===== src/rtl/periph_pkg.sv =====
`default_nettype none

package periph_pkg;

    ////////////////////////////////////////////////////////////////////
    // Data types
    ////////////////////////////////////////////////////////////////////

    typedef logic [31:0] word_t;      // Bus data and address word
    typedef logic [7:0]  byte_t;      // GPIO value, print character
    typedef logic [3:0]  wstrb_t;     // Write strobe, nonzero = store
    typedef logic [7:0]  gpio_tag_t;  // Meaning of the GPIO register

    // GPIO tag codes
    localparam gpio_tag_t TAG_OUTPUT = 8'h84;   // Data byte written
    localparam gpio_tag_t TAG_END    = 8'h80;   // End of program

    ////////////////////////////////////////////////////////////////////
    // Address map
    ////////////////////////////////////////////////////////////////////

    localparam word_t ADDR_END   = 32'h8000_0000;
    localparam word_t ADDR_PRINT = 32'h8000_1000;
    localparam word_t ADDR_GPIO  = 32'h8000_4000;
    localparam word_t ADDR_TIMER = 32'h8000_6000;   // Only readable address

    // Interrupt vector bit positions
    localparam int unsigned IRQ_TIMER_BIT = 7;
    localparam int unsigned IRQ_EXT_BIT   = 11;

    // Serial transmitter bit phases
    typedef enum logic [1:0] {
        IDLE,
        START,
        DATA,
        STOP
    } uart_state_t;

endpackage

`default_nettype wire


===== src/rtl/periph_bus_decode.sv =====
`timescale 1ns/1ns
`default_nettype none

module periph_bus_decode (
    input  wire logic                  clk,
    input  wire logic                  reset,
    input  wire logic                  enable_i,
    input  wire periph_pkg::wstrb_t    write_enable_i,
    input  wire periph_pkg::word_t     data_address_i,
    input  wire periph_pkg::word_t     data_i,
    input  wire logic                  fifo_full_i,
    input  wire periph_pkg::word_t     timer_count_i,
    output periph_pkg::byte_t          gpio_out_o,
    output periph_pkg::gpio_tag_t      gpio_tag_o,
    output logic                       fifo_push_o,
    output periph_pkg::byte_t          fifo_data_o,
    output logic                       stall_o,
    output periph_pkg::word_t          data_o
);

    logic              is_store, is_load;
    logic              hit_end, hit_print, hit_gpio, hit_timer;
    logic              out_store;     // Store to GPIO or print
    logic              out_accept;    // ... and FIFO has room
    logic              stall_r;       // Stall of previous cycle
    periph_pkg::word_t data_r;        // First read stage

    // Access kind
    assign is_store = enable_i && (write_enable_i != '0);
    assign is_load  = enable_i && (write_enable_i == '0);

    // Address match
    assign hit_end   = (data_address_i == periph_pkg::ADDR_END);
    assign hit_print = (data_address_i == periph_pkg::ADDR_PRINT);
    assign hit_gpio  = (data_address_i == periph_pkg::ADDR_GPIO);
    assign hit_timer = (data_address_i == periph_pkg::ADDR_TIMER);

    assign out_store  = is_store && (hit_gpio || hit_print);
    assign out_accept = out_store && !fifo_full_i;

    //////////////////////////////////////////////////////////////////////
    // Stores
    //////////////////////////////////////////////////////////////////////

    always_ff @(posedge clk) begin
        if (reset) begin
            gpio_out_o  <= '0;
            gpio_tag_o  <= '0;
            fifo_push_o <= 1'b0;
        end else if (out_accept) begin
            gpio_out_o  <= data_i[7:0];
            gpio_tag_o  <= periph_pkg::TAG_OUTPUT;
            fifo_push_o <= 1'b1;             // One push per accepted store
        end else if (is_store && hit_end) begin
            gpio_tag_o  <= periph_pkg::TAG_END; // GPIO value kept
            fifo_push_o <= 1'b0;
        end else begin
            gpio_out_o  <= '0;               // Back to zero when idle
            gpio_tag_o  <= '0;
            fifo_push_o <= 1'b0;
        end
    end

    // Byte travels with the push strobe
    always_ff @(posedge clk) begin
        if (out_accept) begin
            fifo_data_o <= data_i[7:0];
        end
    end

    //////////////////////////////////////////////////////////////////////
    // Stall and read data
    //////////////////////////////////////////////////////////////////////

    // Timer load stalls its first cycle only, print store while FIFO full
    assign stall_o = (is_load && hit_timer && !stall_r) || (out_store && fifo_full_i);

    always_ff @(posedge clk) begin
        if (reset) begin
            stall_r <= 1'b0;
        end else begin
            stall_r <= stall_o;
        end
    end

    // Two read stages, timer captured in the first access cycle only
    always_ff @(posedge clk) begin
        data_r <= (is_load && hit_timer && !stall_r) ? timer_count_i : '0;
        data_o <= data_r;
    end

endmodule

`default_nettype wire


===== src/rtl/periph_irq_timer.sv =====
`timescale 1ns/1ns
`default_nettype none

module periph_irq_timer #(
    parameter periph_pkg::word_t TIMER_LIMIT = 32'h0EE6_B280
) (
    input  wire logic          clk,
    input  wire logic          reset,
    input  wire logic          btn_level_i,
    input  wire logic          interrupt_ack_i,
    output periph_pkg::word_t  timer_count_o,
    output periph_pkg::word_t  irq_o
);

    logic btn_level_r;   // Previous debounced level
    logic btn_rise;
    logic btn_req;       // Sticky until acknowledged
    logic ack_ext;       // Ack goes to the button interrupt
    logic ack_timer;     // Ack goes to the timer interrupt

    // External interrupt wins the acknowledge
    assign ack_ext   = interrupt_ack_i && irq_o[periph_pkg::IRQ_EXT_BIT];
    assign ack_timer = interrupt_ack_i && !irq_o[periph_pkg::IRQ_EXT_BIT];

    //////////////////////////////////////////////////////////////////////
    // Timer
    //////////////////////////////////////////////////////////////////////

    always_ff @(posedge clk) begin
        if (reset || ack_timer) begin
            timer_count_o <= '0;
        end else begin
            timer_count_o <= timer_count_o + 32'd1;   // Free running
        end
    end

    //////////////////////////////////////////////////////////////////////
    // Button edge and request
    //////////////////////////////////////////////////////////////////////

    always_ff @(posedge clk) begin
        if (reset) begin
            btn_level_r <= 1'b0;
        end else begin
            btn_level_r <= btn_level_i;
        end
    end

    assign btn_rise = btn_level_i && !btn_level_r;

    always_ff @(posedge clk) begin
        if (reset || ack_ext) begin
            btn_req <= 1'b0;
        end else if (btn_rise) begin
            btn_req <= 1'b1;
        end
    end

    //////////////////////////////////////////////////////////////////////
    // Interrupt vector
    //////////////////////////////////////////////////////////////////////

    // Unused vector bits stay at reset value
    always_ff @(posedge clk) begin
        if (reset) begin
            irq_o <= '0;
        end else begin
            if (ack_ext) begin
                irq_o[periph_pkg::IRQ_EXT_BIT] <= 1'b0;
            end else if (btn_req) begin
                irq_o[periph_pkg::IRQ_EXT_BIT] <= 1'b1;
            end
            if (ack_timer) begin
                irq_o[periph_pkg::IRQ_TIMER_BIT] <= 1'b0;
            end else if (timer_count_o >= TIMER_LIMIT) begin
                irq_o[periph_pkg::IRQ_TIMER_BIT] <= 1'b1;   // Limit reached
            end
        end
    end

endmodule

`default_nettype wire


===== src/rtl/debouncer.sv =====
`timescale 1ns/1ns
`default_nettype none

module debouncer #(
    parameter int DEBNC_CLOCKS = 2**16
) (
    input  wire logic  clk,
    input  wire logic  reset,
    input  wire logic  signal_i,
    output logic       signal_o
);

    localparam int CNT_W = $clog2(DEBNC_CLOCKS + 1);
    localparam logic [CNT_W-1:0] CNT_LAST = CNT_W'(DEBNC_CLOCKS - 1);

    logic [1:0]       sync_q;   // Two flop synchronizer
    logic [CNT_W-1:0] stable_cnt;

    always_ff @(posedge clk) begin
        if (reset) begin
            sync_q <= '0;
        end else begin
            sync_q <= {sync_q[0], signal_i};
        end
    end

    // Count while the input differs from the accepted level
    always_ff @(posedge clk) begin
        if (reset) begin
            stable_cnt <= '0;
            signal_o   <= 1'b0;
        end else if (sync_q[1] == signal_o) begin
            stable_cnt <= '0;               // Glitch back, start over
        end else if (stable_cnt == CNT_LAST) begin
            stable_cnt <= '0;
            signal_o   <= sync_q[1];        // Stable long enough
        end else begin
            stable_cnt <= stable_cnt + 1'b1;
        end
    end

endmodule

`default_nettype wire


===== src/rtl/uart_tx_fifo.sv =====
`timescale 1ns/1ns
`default_nettype none

module uart_tx_fifo #(
    parameter int FIFO_DEPTH_LOG2 = 4
) (
    input  wire logic               clk,
    input  wire logic               reset,
    input  wire logic               push_i,
    input  wire periph_pkg::byte_t  data_i,
    input  wire logic               pop_i,
    output periph_pkg::byte_t       data_o,
    output logic                    full_o,
    output logic                    empty_o
);

    localparam int DEPTH = 2**FIFO_DEPTH_LOG2;

    periph_pkg::byte_t          mem [DEPTH];
    logic [FIFO_DEPTH_LOG2-1:0] wr_ptr, rd_ptr;   // Wrap naturally
    logic [FIFO_DEPTH_LOG2:0]   count;            // Occupancy 0..DEPTH

    // Storage, no reset
    always_ff @(posedge clk) begin
        if (push_i) begin
            mem[wr_ptr] <= data_i;
        end
    end

    //////////////////////////////////////////////////////////////////////
    // Pointers and occupancy
    //////////////////////////////////////////////////////////////////////

    always_ff @(posedge clk) begin
        if (reset) begin
            wr_ptr <= '0;
            rd_ptr <= '0;
            count  <= '0;
        end else begin
            if (push_i) begin
                wr_ptr <= wr_ptr + 1'b1;
            end
            if (pop_i) begin
                rd_ptr <= rd_ptr + 1'b1;
            end
            case ({push_i, pop_i})
                2'b10:   count <= count + 1'b1;
                2'b01:   count <= count - 1'b1;
                default: count <= count;      // Both or neither
            endcase
        end
    end

    // Head byte always visible
    assign data_o = mem[rd_ptr];

    assign full_o  = (count == (FIFO_DEPTH_LOG2 + 1)'(DEPTH));
    assign empty_o = (count == '0);

endmodule

`default_nettype wire


===== src/rtl/uart_tx.sv =====
`timescale 1ns/1ns
`default_nettype none

module uart_tx #(
    parameter int CLKS_PER_BIT = 868
) (
    input  wire logic               clk,
    input  wire logic               reset,
    input  wire logic               send_i,
    input  wire periph_pkg::byte_t  data_i,
    output logic                    ready_o,
    output logic                    tx_o
);

    localparam int CNT_W = $clog2(CLKS_PER_BIT + 1);
    localparam logic [CNT_W-1:0] BIT_LAST = CNT_W'(CLKS_PER_BIT - 1);

    periph_pkg::uart_state_t state;
    periph_pkg::byte_t       data_r;     // Latched frame payload
    logic [CNT_W-1:0]        baud_cnt;
    logic [2:0]              bit_idx;
    logic [2:0]              next_idx;
    logic                    bit_done;   // Last clock of a bit

    assign bit_done = (baud_cnt == BIT_LAST);
    assign next_idx = bit_idx + 3'd1;
    assign ready_o  = (state == periph_pkg::IDLE);

    // Payload capture
    always_ff @(posedge clk) begin
        if (ready_o && send_i) begin
            data_r <= data_i;
        end
    end

    //////////////////////////////////////////////////////////////////////
    // Bit state machine
    //////////////////////////////////////////////////////////////////////

    always_ff @(posedge clk) begin
        if (reset) begin
            state    <= periph_pkg::IDLE;
            baud_cnt <= '0;
            bit_idx  <= '0;
            tx_o     <= 1'b1;                  // Line idles high
        end else begin
            baud_cnt <= bit_done ? '0 : baud_cnt + 1'b1;
            case (state)
                periph_pkg::IDLE: begin
                    baud_cnt <= '0;
                    if (send_i) begin
                        state <= periph_pkg::START;
                        tx_o  <= 1'b0;         // Start bit
                    end
                end
                periph_pkg::START: begin
                    if (bit_done) begin
                        state   <= periph_pkg::DATA;
                        bit_idx <= '0;
                        tx_o    <= data_r[0];  // LSB first
                    end
                end
                periph_pkg::DATA: begin
                    if (bit_done && bit_idx == 3'd7) begin
                        state <= periph_pkg::STOP;
                        tx_o  <= 1'b1;         // Stop bit
                    end else if (bit_done) begin
                        bit_idx <= next_idx;
                        tx_o    <= data_r[next_idx];
                    end
                end
                periph_pkg::STOP: begin
                    if (bit_done) begin
                        state <= periph_pkg::IDLE;
                    end
                end
                default: state <= periph_pkg::IDLE;
            endcase
        end
    end

endmodule

`default_nettype wire


===== src/rtl/peripherals.sv =====
`timescale 1ns/1ns
`default_nettype none

module peripherals #(
    parameter periph_pkg::word_t TIMER_LIMIT     = 32'h0EE6_B280,  // About 2.5 s at 100 MHz
    parameter int                DEBNC_CLOCKS    = 2**16,
    parameter int                FIFO_DEPTH_LOG2 = 4,
    parameter int                CLKS_PER_BIT    = 868             // 115200 baud
) (
    input  wire logic                  clk,
    input  wire logic                  reset,
    input  wire logic                  enable_i,
    input  wire periph_pkg::wstrb_t    write_enable_i,
    input  wire periph_pkg::word_t     data_address_i,
    input  wire periph_pkg::word_t     data_i,
    input  wire logic                  btn_i,
    input  wire logic                  interrupt_ack_i,
    output periph_pkg::word_t          data_o,
    output logic                       stall_o,
    output periph_pkg::word_t          irq_o,
    output periph_pkg::byte_t          gpio_out_o,
    output periph_pkg::gpio_tag_t      gpio_tag_o,
    output logic                       uart_tx_o
);

    periph_pkg::word_t timer_count;
    logic              btn_level;
    logic              fifo_push, fifo_pop, fifo_full, fifo_empty;
    periph_pkg::byte_t fifo_data, fifo_head;
    logic              uart_send, uart_ready;
    periph_pkg::byte_t uart_data;

    //////////////////////////////////////////////////////////////////////
    // Bus side
    //////////////////////////////////////////////////////////////////////

    periph_bus_decode decode_inst (
        .clk            (clk),
        .reset          (reset),
        .enable_i       (enable_i),
        .write_enable_i (write_enable_i),
        .data_address_i (data_address_i),
        .data_i         (data_i),
        .fifo_full_i    (fifo_full),
        .timer_count_i  (timer_count),
        .gpio_out_o     (gpio_out_o),
        .gpio_tag_o     (gpio_tag_o),
        .fifo_push_o    (fifo_push),
        .fifo_data_o    (fifo_data),
        .stall_o        (stall_o),
        .data_o         (data_o)
    );

    // Button path into the interrupt unit
    debouncer #(.DEBNC_CLOCKS(DEBNC_CLOCKS)) debouncer_inst (
        .clk      (clk),
        .reset    (reset),
        .signal_i (btn_i),
        .signal_o (btn_level)
    );

    periph_irq_timer #(.TIMER_LIMIT(TIMER_LIMIT)) irq_timer_inst (
        .clk             (clk),
        .reset           (reset),
        .btn_level_i     (btn_level),
        .interrupt_ack_i (interrupt_ack_i),
        .timer_count_o   (timer_count),
        .irq_o           (irq_o)
    );

    //////////////////////////////////////////////////////////////////////
    // Print queue and serial line
    //////////////////////////////////////////////////////////////////////

    uart_tx_fifo #(.FIFO_DEPTH_LOG2(FIFO_DEPTH_LOG2)) fifo_inst (
        .clk     (clk),
        .reset   (reset),
        .push_i  (fifo_push),
        .data_i  (fifo_data),
        .pop_i   (fifo_pop),
        .data_o  (fifo_head),
        .full_o  (fifo_full),
        .empty_o (fifo_empty)
    );

    // No pop while a send is in flight
    assign fifo_pop = uart_ready && !fifo_empty && !uart_send;

    // Send one cycle after the pop, byte taken from the head at pop time
    always_ff @(posedge clk) begin
        if (reset) begin
            uart_send <= 1'b0;
        end else begin
            uart_send <= fifo_pop;
        end
    end

    always_ff @(posedge clk) begin
        if (fifo_pop) begin
            uart_data <= fifo_head;
        end
    end

    uart_tx #(.CLKS_PER_BIT(CLKS_PER_BIT)) uart_inst (
        .clk     (clk),
        .reset   (reset),
        .send_i  (uart_send),
        .data_i  (uart_data),
        .ready_o (uart_ready),
        .tx_o    (uart_tx_o)
    );

endmodule

`default_nettype wire


===== config.mk =====
export PLATFORM = sky130hd
export DESIGN_NAME = peripherals
export DESIGN_NICKNAME = d
export VERILOG_FILES = /design/src/rtl/periph_pkg.sv /design/src/rtl/periph_bus_decode.sv /design/src/rtl/periph_irq_timer.sv /design/src/rtl/debouncer.sv /design/src/rtl/uart_tx_fifo.sv /design/src/rtl/uart_tx.sv /design/src/rtl/peripherals.sv
export SDC_FILE = /design/constraint.sdc
export NUM_CORES = 1
export LEC_CHECK = 0
export BUFFER_PORTS_ARGS = -buffer_cell sky130_fd_sc_hd__buf_2
export CAP_MARGIN = 15
export CORE_MARGIN = 3
export CORE_UTILIZATION = 61
export DETAILED_ROUTE_END_ITERATION = 16
export PLACE_DENSITY = 0.84
export SYNTH_ARGS = -nofsm -noshare
export SYNTH_HDL_FRONTEND = slang
export SYNTH_SLANG_ARGS = --single-unit

===== constraint.sdc =====
create_clock -name clk -period 5.3 [get_ports clk]
set_clock_uncertainty 0.15 [all_clocks]
set_input_delay 1.06 -clock clk [delete_from_list [all_inputs] [get_ports clk]]
set_output_delay 1.06 -clock clk [all_outputs]
set_load 0.05 [all_outputs]

* After elaboration in Yosys (flattened, before gate mapping)
Memory sizes are Yosys's and may differ from the RTL's. A register that Yosys moved wholly into a read port is not among the register bits.
Cells that the tools add are included.
** Word-level totals
- Bits of input ports :: 73
- Register bits :: 184
- Word-level logic and storage cells :: 124
- Memories kept :: 1
- Output and inout bits :: 82
- Bits in writable memories :: 128
** Memories
- fifo_inst.mem :: depth 16, bits a word 8, read ports 1, clocked after Yosys merged registers in 1, wr ports 1, line uart_tx_fifo.sv:19 : periph_pkg::byte_t mem [DEPTH];
** Cells by class
- Eq/ne operators :: 22
- $lt $le $gt $ge :: 2
- Add/sub/neg operators :: 8
- Bitwise logic cells :: 1
- Reductions and logical operators :: 41
- Multiplexer cells :: 24
** Operator list (count)
- $eq 32x32->1 const B :: 4
- $add 32x1->32 const B :: 1
- $ge 32x28->1 const B :: 1
- $mux 8 :: 4
- $add 17x1->17 const B :: 1
- $eq 17x16->1 const B :: 1
- $logic_and 1x1->1 :: 15
- $reduce_and 4->1 :: 3
- $add 10x1->10 const B :: 1
- $eq 10x10->1 const B :: 1
- $ne 2x1->1 const B :: 5
- $pmux 5 s2 :: 1
- $mux 3 :: 3
- $add 4x1->4 const B :: 2
- $mux 1 :: 8
- $mux 2 :: 4
- $pmux 2 s4 :: 1
- $eq 2x2->1 const B :: 3
- $logic_not 1->1 :: 6
- $pmux 3 s2 :: 1
- $reduce_or 2->1 :: 3
- $reduce_or 3->1 :: 2
- $add 5x1->5 const B :: 1
- $eq 5x5->1 const B :: 1
- 19 further kinds :: 25

* Logic depth before layout (Yosys ltp)
Gate-level depths: netlist of the first run.
- Depth after elaboration :: 6
- Mapped depth :: 12
- Gate-level depth less buffers :: 12

* Modules after synthesis
Synthesis of the first run repeated with hierarchy kept, for this count alone.
** Unflattened totals
- Cell total of the unflattened synthesis :: 956
- Area total of the unflattened synthesis :: 12545.8 µm²
** Modules (own cells, without submodules)
- uart_tx_fifo :: cells an instance 314, seq. area each 4184.0 µm², area each 5861.9 µm², times used 1
- periph_bus_decode :: cells an instance 206, seq. area each 1741.7 µm², area each 2521.2 µm², times used 1
- periph_irq_timer :: cells an instance 226, seq. area each 720.7 µm², area each 1905.6 µm², times used 1
- uart_tx :: cells an instance 106, seq. area each 560.5 µm², area each 1138.6 µm², times used 1
- debouncer :: cells an instance 93, seq. area each 400.4 µm², area each 835.8 µm², times used 1
- peripherals :: cells an instance 11, seq. area each 260.2 µm², area each 282.8 µm², times used 1

* Worst setup path before layout of the first run
No wires, ideal clock.
- Kind :: input -> output
- Start point :: input data_address_i[16]
- End point :: output stall_o
- Cell stages on the path :: 4
- Path buffers :: 0
- Data arrival time :: 2321 ps
- Required time :: 4090 ps
- Setup slack :: 1769 ps
- Path through :: nor4b_1 nand4_1 nor4b_1 a31o_2
** Between the ends
- Longest elaborated chain between the ends :: 5
- Elaborated cells between the ends (all ways) :: 9
- Those cells by class :: 3 x eq/ne; 6 x reduce/logical
** RTL lines
- start: declaration :: line peripherals.sv:14 : input wire periph_pkg::word_t data_address_i,
- $eq 32x32->1 (on tied branches) :: line periph_bus_decode.sv:35, periph_bus_decode.sv:34
- $logic_or 1x1->1 :: line periph_bus_decode.sv:38 : assign out_store = is_store && (hit_gpio || hit_print);
- $logic_and 1x1->1 :: line periph_bus_decode.sv:38
- $logic_and 1x1->1 :: line periph_bus_decode.sv:76 : assign stall_o = (is_load && hit_timer && !stall_r) || (out_store && fifo_full_i);
- $logic_or 1x1->1 * :: line periph_bus_decode.sv:76
- end: declaration :: line peripherals.sv:19 : output logic stall_o,
Mark *: on every way between the ends. The rest lies on a longest branch, timed or not.

* Worst setup path in the final report of the first run
- Start point :: input data_address_i[25]
- End point :: output stall_o
Same word-level chain as after synthesis.

==> reports/qor.yml, run 1 <==
outcome: "finished, final reports clean"
worstPathCellList: "buf_2 > nor4b_1 > nand4_1 > nor4_4 > buf_4 > a31o_2 > buf_2"
multi_input_area_um2: 3767
cts_hold_buf: 0
critPathKind: "primary input to output port"
cts_tree: "done"
hold_viol_final: 0
setup_tns_ns: 0
r2r_cells: 10
worst-path-stages: 7
drive_gt1_frac: 0.2108
post_cts_resized: 0
n_fill_cell: 1151
r2r_start: "fifo_inst.count[0]$_SDFFE_PP0P_"
postCtsSetupBuffers: 0
grtUsageTotal: 0.2247
grt_max_degree: 36
ant_nets: 0
slowest_delay_ns: 0.47
avgSynthCellArea_um2: 13.96
period_needed_ns: 4.204
yosys_warnings: 0
async_reset_ff_frac: 0
ys_seq_elements: 313
netlist.area_leader.share: 0.3842
rsz0062_at_grt: "no"
die_h_um: 145.5
finalSetupViolations: 0
coreArea_um2: 18890
cts_buffers: 30
grt_pass1_wl_mm: 38.29
synth.distinct_cells: 56
path_buf_inv: 3
regArea_um2: 7789
post-route-util: 0.7156
diodes: 0
htreeDepth: 1
worstSkewPairLatency_ns: 0.54
grt.overflow.total: 0
ios: 155
fin_hold_ws_ns: 0.1712
power.density_nw_per_um2: 412.8
fmax_ghz: 0.2379
yosysMostFrequentCell: "dfxtp_1"
cp_data_required_time_ns: 4.09
yosys_most_used_dff: "dfxtp_1"
path_clk_slew_ns: 0.06
drt_iter0_markers: 531
hold_class: "register to register"
rows: 50
critPathSlowestCell: "nor4b_1"
ys_top_cells_by_count: "dfxtp_1 (161), edfxtp_1 (152), nor2_1 (85)"
ys_seq_area_frac: 0.6556
cts_buffer_depth: 3
synthTopCellsByArea: "edfxtp_1 (38%), dfxtp_1 (27%), mux4_2 (8.0%)"
ir_worst_vdd_mv: 0.3544
relSlewSlack: 0.3014
post-route-period-util: 0.7932
cp.arrival_ns: 2.99
worst_r2r_endpoint: "fifo_inst.count[4]$_SDFFE_PP0P_"
synthToLayoutAreaGrowth_pct: 13.81
yosys.area.top_type: "edfxtp_1"
initial_core_util: 0.6287
drc: 0
vias: 6962
critPathCapture: "stall_o"
cp_max_fo: 33
synth_enable_flop_cells: 152
tightest_slew_ns: 1.048
numPortBuffers: 94
start_kind: "primary input"
grt_antenna_before_repair: 0
die_w_um: 145.5
total_power_mw: 5.581
nNetsFinal: 1049
p_leak_nw: 4.950
synthCells: 851
drv_cap: 0
cpLargestDelayFamily: "simple AND/OR/NAND/NOR gates"
dieArea_um2: 21180
drv_slew: 0
r2r_setup_slack_ns: 1.77
via_per_inst: 5.628
crit_start: "data_address_i[25]"
clock-sinks: 313
wl_per_cell_um: 19.08
gp_congestion: 0.7849
syn-cell-area_um2: 11880
grt_pass1_vias: 7181
routed_wirelength_mm: 23.61
critPathCaptureType: "output port"
root_buffer: "clkbuf_16"
dp_hpwl_mm: 14.42
cpMostUsedCell: "buf_2"
dr.pass1.iters: 5
==> worst reg2reg max path: cells and delay by family, from the launching register on <==
family / cells / cell delay, ns
adder cells (fa/ha/maj): 2 / 0.60
AO/OA/AOI/OAI: 4 / 0.61
flip-flops: 1 / 0.36
buffers and inverters: 1 / 0.24
AND/OR/NAND/NOR: 3 / 1.50
==> placed cells by master (no fill, tap or decap), drive strengths merged, types with 4 or more instances in the layout <==
cell type,Yosys,layout
nor4,14,14
clkinv,0,10
clkbuf,18,41
and3,15,15
o21ai,8,8
xnor2,20,20
nand3,23,23
a21oi,15,15
mux2i,5,5
bufinv,0,4
and2,54,54
or2,4,4
conb,1,36
a22o,10,10
mux4,42,42
dfxtp,161,161
a211oi,4,4
nand4,19,19
nor3,6,6
edfxtp,152,152
ha,22,22
or3,6,6
inv,21,21
xor2,38,38
buf,45,98
nor2b,7,7
nand2,27,27
nor2,85,85
==> layer usage <==
layer	up-vias	track usage	part of all wire	routed length (µm)
li1	3212	-	-	-
met1	3381	0.2825	0.38	9023
met2	322	0.3943	0.51	12050
met3	47	0.04952	0.081	1922
met4	0	0.06695	0.026	611
met5	-	0	0	0
==> flip-flops by register name (all words and copies together), names as in the netlist, 10 cells and up <==
name and flops:
uart_inst.baud_cnt 10, fifo_inst.mem 128, decode_inst.data_o 32, debouncer_inst.stable_cnt 17, irq_timer_inst.timer_count_o 32, decode_inst.data_r 32
==> power breakdown <==
| group | internal [mW] | total (mW) | switching [mW] |
|---|---|---|---|
| logic | 0.284 | 0.676 | 0.393 |
| clock network | 1.36 | 2.23 | 0.872 |
| registers | 2.62 | 2.67 | 0.0582 |
| total | 4.26 | 5.58 | 1.32 |
==> cell families (layout without fill, tap and decap cells) <==
family	after synthesis	in the layout	synth area share
simple gates	275	275	0.1246
buf+inv	84	175	0.03908
mux	48	48	0.08479
fa+ha+maj	23	23	0.02486
other cells	1	36	0.0003157
xor+xnor	58	58	0.04276
compound gates	49	49	0.02802
flops	313	313	0.6556
==> worst min-delay path by stage <==
stage,depth (start not counted),slack [ns],from,end
2_1_floorplan,0,0.16,decode_inst.data_r[0]$_SDFF_PN0_,decode_inst.data_o[0]$_DFF_P_
4_1_cts,0,0.18,decode_inst.data_r[18]$_SDFF_PN0_,decode_inst.data_o[18]$_DFF_P_
3_5_place_dp,0,0.16,decode_inst.data_r[26]$_SDFF_PN0_,decode_inst.data_o[26]$_DFF_P_
3_3_place_gp,0,0.16,decode_inst.data_r[4]$_SDFF_PN0_,decode_inst.data_o[4]$_DFF_P_
5_1_grt,0,0.18,decode_inst.data_r[9]$_SDFF_PN0_,decode_inst.data_o[9]$_DFF_P_
6_report,0,0.17,decode_inst.data_r[18]$_SDFF_PN0_,decode_inst.data_o[18]$_DFF_P_
==> metrics by stage <==
step	setup WS, ns	std cells	instance area, µm²
after floorplan	1.769	886	12010
after global placement	1.180	1181	12460
after detailed placement	1.140	1181	12460
after CTS	1.133	1237	13520
after global routing	0.9668	1237	13520
final	1.096	1237	13520
==> cell type report <==
cell class	instances	share of cell area
repair buffers	98	0.03702
clock inverters	15	0.01286
well taps	260	0.02406
flip-flops and latches	313	0.5761
multi-input cells	489	0.2787
inverters	21	0.005831
clock buffers	41	0.06543
Power figures use the tool's default switching activity.
==> run 2: changes to the inputs <==
- CORE_UTILIZATION: 61 -> 52
- PLACE_DENSITY: 0.84 -> 0.76
- clock period: 5.3 -> 3.6 ns (I/O delays scaled with it)
==> run 2 against run 1 <==
  * Die area rose by 17%
  * Sequential cell count did not move
  * Combinational power increased by 48%
  * Sequential power rose by 47%
  * Utilization down 10 points
  * Critical path depth fell by 1
  * Count of clock-buffer cells in the layout up 4
  * Clock power up 43%
  * Power grew 46%
  * Via count is 2.9% lower
  * Sequential share of layout area down 0.15 points
  * Largest cell class unchanged
  * Largest power group unchanged
==> reports/qor.yml, run 2 (same netlist as run 1, synthesis figures left out) <==
worstSkewPairLatency_ns: 0.53  # about the same
cp_data_required_time_ns: 2.73  # -1.36 ns
r2r_setup_slack_ns: 0.48  # -1.29 ns
slowest_delay_ns: 0.49  # +0.02 ns
grt_pass1_wl_mm: 34.52  # -9.8%
ios: 155  # unchanged
critPathKind: "primary input to output port"
rows: 54  # +8.0%
path_buf_inv: 2  # -1
grt_max_degree: 36  # unchanged
fmax_ghz: 0.3028
numPortBuffers: 94  # unchanged
cts_hold_buf: 0  # unchanged
drv_cap: 0  # unchanged
postCtsSetupBuffers: 0  # unchanged
cpLargestDelayFamily: "simple AND/OR/NAND/NOR gates"
crit_start: "data_address_i[25]"
placed_cells: 1207  # +2.2%
critPathSlowestCell: "nor4b_1"
power.density_nw_per_um2: 599.1  # +45%
grt.overflow.total: 0  # unchanged
outcome: "finished, final reports clean"
hold_viol_final: 0  # unchanged
finalSetupViolations: 0  # unchanged
r2r_start: "uart_inst.state[1]$_SDFFE_PP0P_"
critPathCapture: "stall_o"
worst_r2r_endpoint: "fifo_inst.count[4]$_SDFFE_PP0P_"
vias: 6763  # -2.9%
initial_core_util: 0.5360  # -0.09272
routed_wirelength_mm: 21.53  # -8.8%
path_clk_slew_ns: 0.06  # about the same
rsz0062_at_grt: "no"
synthToLayoutAreaGrowth_pct: 14.11
relSlewSlack: 0.4030  # +0.1016
worst-path-stages: 6  # -1
cts_tree: "done"
layout_common_cells: "dfxtp_1 (160), edfxtp_1 (152), buf_2 (94)"
final_common_cell: "dfxtp_1"
n_fill_cell: 1599  # +39%
post_cts_resized: 0  # unchanged
root_buffer: "clkbuf_16"
start_kind: "primary input"
die_w_um: 157.1  # +8.0%
cts_buffer_depth: 3  # unchanged
dieArea_um2: 24690  # +17%
worstHoldStart: "decode_inst.data_r[24]$_SDFF_PN0_"
largest_reg_flops: 128  # unchanged
top_register: "fifo_inst.mem"
period_needed_ns: 3.302
cp_max_fo: 3  # -91%
nNetsFinal: 1054  # +0.48%
gp_congestion: 0.7693  # -2.0%
dr.pass1.iters: 5  # unchanged
drive_gt1_frac: 0.2153  # +0.004457
dp_hpwl_mm: 14.16  # -1.9%
total_power_mw: 8.121  # +46%
fin_cells: 1260  # +1.9%
grtUsageTotal: 0.1765  # -0.04821
cts_buffers: 29  # -3.3%
post-route-period-util: 0.9173
grt_pass1_vias: 6716  # -6.5%
die_h_um: 157.1  # +8.0%
htreeDepth: 1  # unchanged
via_per_inst: 5.367  # -4.6%
drc: 0  # unchanged
ir_worst_vdd_mv: 0.5411  # +53%
clock-sinks: 313  # unchanged
wl_per_cell_um: 17.08  # -10%
p_leak_nw: 4.966  # +0.31%
coreArea_um2: 22160  # +17%
critPathCaptureType: "output port"
hold_class: "register to register"
diodes: 0  # unchanged
grt_antenna_before_repair: 0  # unchanged
tightest_slew_ns: 0.8881  # -0.1598 ns
ant_nets: 0  # unchanged
cp.arrival_ns: 2.43  # -0.56 ns
fin_hold_ws_ns: 0.1751  # +0.003966 ns
drv_slew: 0  # unchanged
r2r_cells: 12  # +2
drt_iter0_markers: 370  # -30%
worstPathCellList: "buf_2 > nor4b_1 > nand4_1 > nor4b_1 > a31o_2 > buf_2"
setup_tns_ns: 0  # unchanged
run 2: layout make-up:
type / count / area [µm²] / area share
Clock buffer: 45 / 929.6 / 0.06858
Clock inverter: 8 / 95.09 / 0.007015
Inverter: 21 / 78.83 / 0.005815
Multi-Input combinational cell: 489 / 3767 / 0.2779
Sequential cell: 313 / 7789 / 0.5746
Tap cell: 280 / 350.3 / 0.02584
Timing Repair Buffer: 104 / 545.5 / 0.04024
run 2: worst min path at each step:
stage,slack (ns),to,cells past startpoint
5_1_grt,0.18,decode_inst.data_o[24]$_DFF_P_,0
2_1_floorplan,0.16,decode_inst.data_o[0]$_DFF_P_,0
6_report,0.18,decode_inst.data_o[24]$_DFF_P_,0
4_1_cts,0.18,decode_inst.data_o[27]$_DFF_P_,0
3_3_place_gp,0.16,decode_inst.data_o[9]$_DFF_P_,0
3_5_place_dp,0.16,decode_inst.data_o[27]$_DFF_P_,0
run 2: metrics by stage:
stage / utilization / cell area, µm² / worst slack [ns]
3_5_place_dp: 0.5654 / 12530 / 0.2957
4_1_cts: 0.6117 / 13560 / 0.2759
2_1_floorplan: - / 12010 / 0.2419
6_report: 0.6117 / 13560 / 0.2977
5_1_grt: 0.6117 / 13560 / 0.1843
3_3_place_gp: 0.5654 / 12530 / 0.3096
run 2: routing by layer:
metal	vias to the layer above	part of all wire	track usage
li1	3215	-	-
met1	3297	0.42	0.2347
met2	223	0.49	0.2987
met3	28	0.070	0.03739
met4	0	0.020	0.04628
met5	-	0	0
run 2: worst reg2reg max path, cell delays in order, from the launching register on:
cell      delay, ns
dfxtp_1        0.35
inv_1          0.15
ha_1           0.22
nand2b_1       0.14
a21oi_1        0.22
ha_1           0.27
inv_1          0.10
fa_1           0.39
nor2b_1        0.17
o21ai_0        0.12
and3_1         0.22
or4_1          0.40
a21oi_1        0.15
run 2: where the power goes:
part	internal (mW)	switching (mW)
registers	3.85	0.0803
clock network	1.92	1.27
logic	0.431	0.573
==> run 3: changes to the inputs <==
- RECOVER_POWER: default -> 25
- SETUP_SLACK_MARGIN: default -> 0.5
==> run 3 against run 2 <==
  * First-iteration DRC count increased by 8.4%
  * Final cell count increased by 0.16%
  * Critical endpoint unchanged
  * Global-route usage fell by 0.17 points
  * Largest power group unchanged
  * Sequential cell count unchanged
==> reports/qor.yml, run 3 (same netlist as run 1, synthesis figures left out) <==
outcome: "finished, final reports clean"
drv_cap: 0  # unchanged
cp_max_fo: 2  # -1
cts_tree: "done"
largest_reg_flops: 128  # unchanged
critPathCaptureType: "output port"
via_per_inst: 5.279  # -1.6%
period_needed_ns: 2.999  # -0.3030 ns
ant_nets: 0  # unchanged
setup_tns_ns: 0  # unchanged
drv_slew: 0  # unchanged
rsz0062_at_grt: "yes"
total_power_mw: 7.954  # -2.1%
worstSkewPairLatency_ns: 0.53  # about the same
hold_viol_final: 0  # unchanged
holdPathEnd: "decode_inst.data_o[10]$_DFF_P_"
rows: 54  # unchanged
tightest_slew_ns: 0.9508  # +0.06272 ns
fin_cells: 1262  # +0.16%
preCtsSetupSlack_ns: 0.2381  # -0.05762 ns
r2r_start: "uart_inst.state[1]$_SDFFE_PP0P_"
placed_cells: 1205  # -0.17%
layout_common_cells: "dfxtp_1 (160), edfxtp_1 (152), buf_2 (87)"
htreeDepth: 1  # unchanged
drc: 0  # unchanged
grt.overflow.total: 0  # unchanged
setup_slack_ns: 0.6007  # +0.3030 ns
relSlewSlack: 0.3662  # -0.03688
final_common_cell: "dfxtp_1"
dp_hpwl_mm: 13.94  # -1.5%
fin_hold_ws_ns: 0.1720  # -0.003139 ns
synthToLayoutAreaGrowth_pct: 13.83
design_area_um2: 13520  # -0.25%
cts_buffers: 29  # unchanged
clock-sinks: 313  # unchanged
post-route-period-util: 0.8331  # -0.08417
diodes: 0  # unchanged
cp.arrival_ns: 2.13  # -0.30 ns
wl_per_cell_um: 16.80  # -1.7%
root_buffer: "clkbuf_16"
coreArea_um2: 22160  # unchanged
r2r_setup_slack_ns: 0.66  # +0.18 ns
vias: 6662  # -1.5%
p_leak_nw: 4.905  # -1.2%
grt_antenna_before_repair: 0  # unchanged
dpl_cell_area_um2: 12520  # about the same
dr.pass1.iters: 4  # -1
top_register: "fifo_inst.mem"
grtUsageTotal: 0.1748  # -0.001726
path_clk_slew_ns: 0.06  # about the same
cts_buffer_depth: 3  # unchanged
worstHoldStart: "decode_inst.data_r[10]$_SDFF_PN0_"
grt_max_degree: 36  # unchanged
cp_data_required_time_ns: 2.73  # about the same
critPathKind: "primary input to output port"
die_w_um: 157.1  # unchanged
r2r_cells: 12  # unchanged
nNetsFinal: 1056  # +0.19%
post-route-util: 0.6102  # -0.001525
ios: 155  # unchanged
grt_pass1_vias: 6812  # +1.4%
power.density_nw_per_um2: 588.2  # -1.8%
dieArea_um2: 24690  # unchanged
hold_class: "register to register"
gp_congestion: 0.7926  # +3.0%
fmax_ghz: 0.3334  # +10%
worst_r2r_endpoint: "fifo_inst.count[4]$_SDFFE_PP0P_"
ir_worst_vdd_mv: 0.4380  # -19%
grt_pass1_wl_mm: 34.41  # -0.32%
routed_wirelength_mm: 21.20  # -1.5%
drt_iter0_markers: 401  # +8.4%
start_kind: "primary input"
numPortBuffers: 94  # unchanged
n_fill_cell: 1638  # +2.4%
initial_core_util: 0.5360  # unchanged
whs_path_depth: 0  # unchanged
drive_gt1_frac: 0.2138  # -0.001457
die_h_um: 157.1  # unchanged
finalSetupViolations: 0  # unchanged
[run 3: cell types whose count changed in the layout (fill, tap and decap cells not counted), sizes merged]
cell / before / now
buf: 104 / 99
clkbuf: 45 / 50
clkinv: 4 / 6
inv: 23 / 21
bufinv: 2 / 3
clkinvlp: 0 / 1
[run 3: final cells by class]
type	instances	area, µm²	area share
clock inverter	10	126.4	0.009346
tap	280	350.3	0.02591
multi-input combinational	489	3807	0.2816
sequential	313	7789	0.5760
clock buffer	43	818.3	0.06052
inverter	21	78.83	0.005830
timing repair buffer	106	551.8	0.04081
[run 3: critical path: stages]
cell and delay (ns):
buf_2 0.10, nor4_2 0.30, nand4_1 0.19, buf_4 0.19, nor4_4 0.27, a31o_2 0.16
buf_4 0.19
[run 3: worst max-delay path by stage]
stage	from	to	slack, ns	cells after the start
final	data_address_i[18]	stall_o	0.60	7
after detailed placement	data_address_i[16]	stall_o	0.24	6
after global routing	data_address_i[18]	stall_o	0.49	7
after global placement	data_address_i[18]	stall_o	0.29	6
after CTS	data_address_i[16]	stall_o	0.52	7
after floorplan	uart_inst.state[0]$_SDFFE_PP0P_	fifo_inst.count[4]$_SDFFE_PP0P_	0.56	12
[run 3: where the power goes]
part / internal (mW) / total (mW) / switching [mW] / leakage, nW
logic: 0.438 / 1.00 / 0.562 / 1.78
registers: 3.85 / 3.94 / 0.0840 / 2.67
clock network: 1.78 / 3.02 / 1.24 / 0.462
total: 6.07 / 7.95 / 1.88 / 4.91
[run 3: repair_timing]
item	CTS	global route
endpoints found under the setup margin	1	2
setup buffers	4	0
pin swaps	2	1
endpoints found under the hold margin	0	0
hold buffers	0	0
gates resized for setup	2	8
[run 3: metal layers]
metal,part of all wire,global-route usage
met5,0,0
met4,0.021,0.05041
met3,0.072,0.03492
met2,0.49,0.2962
met1,0.42,0.2313
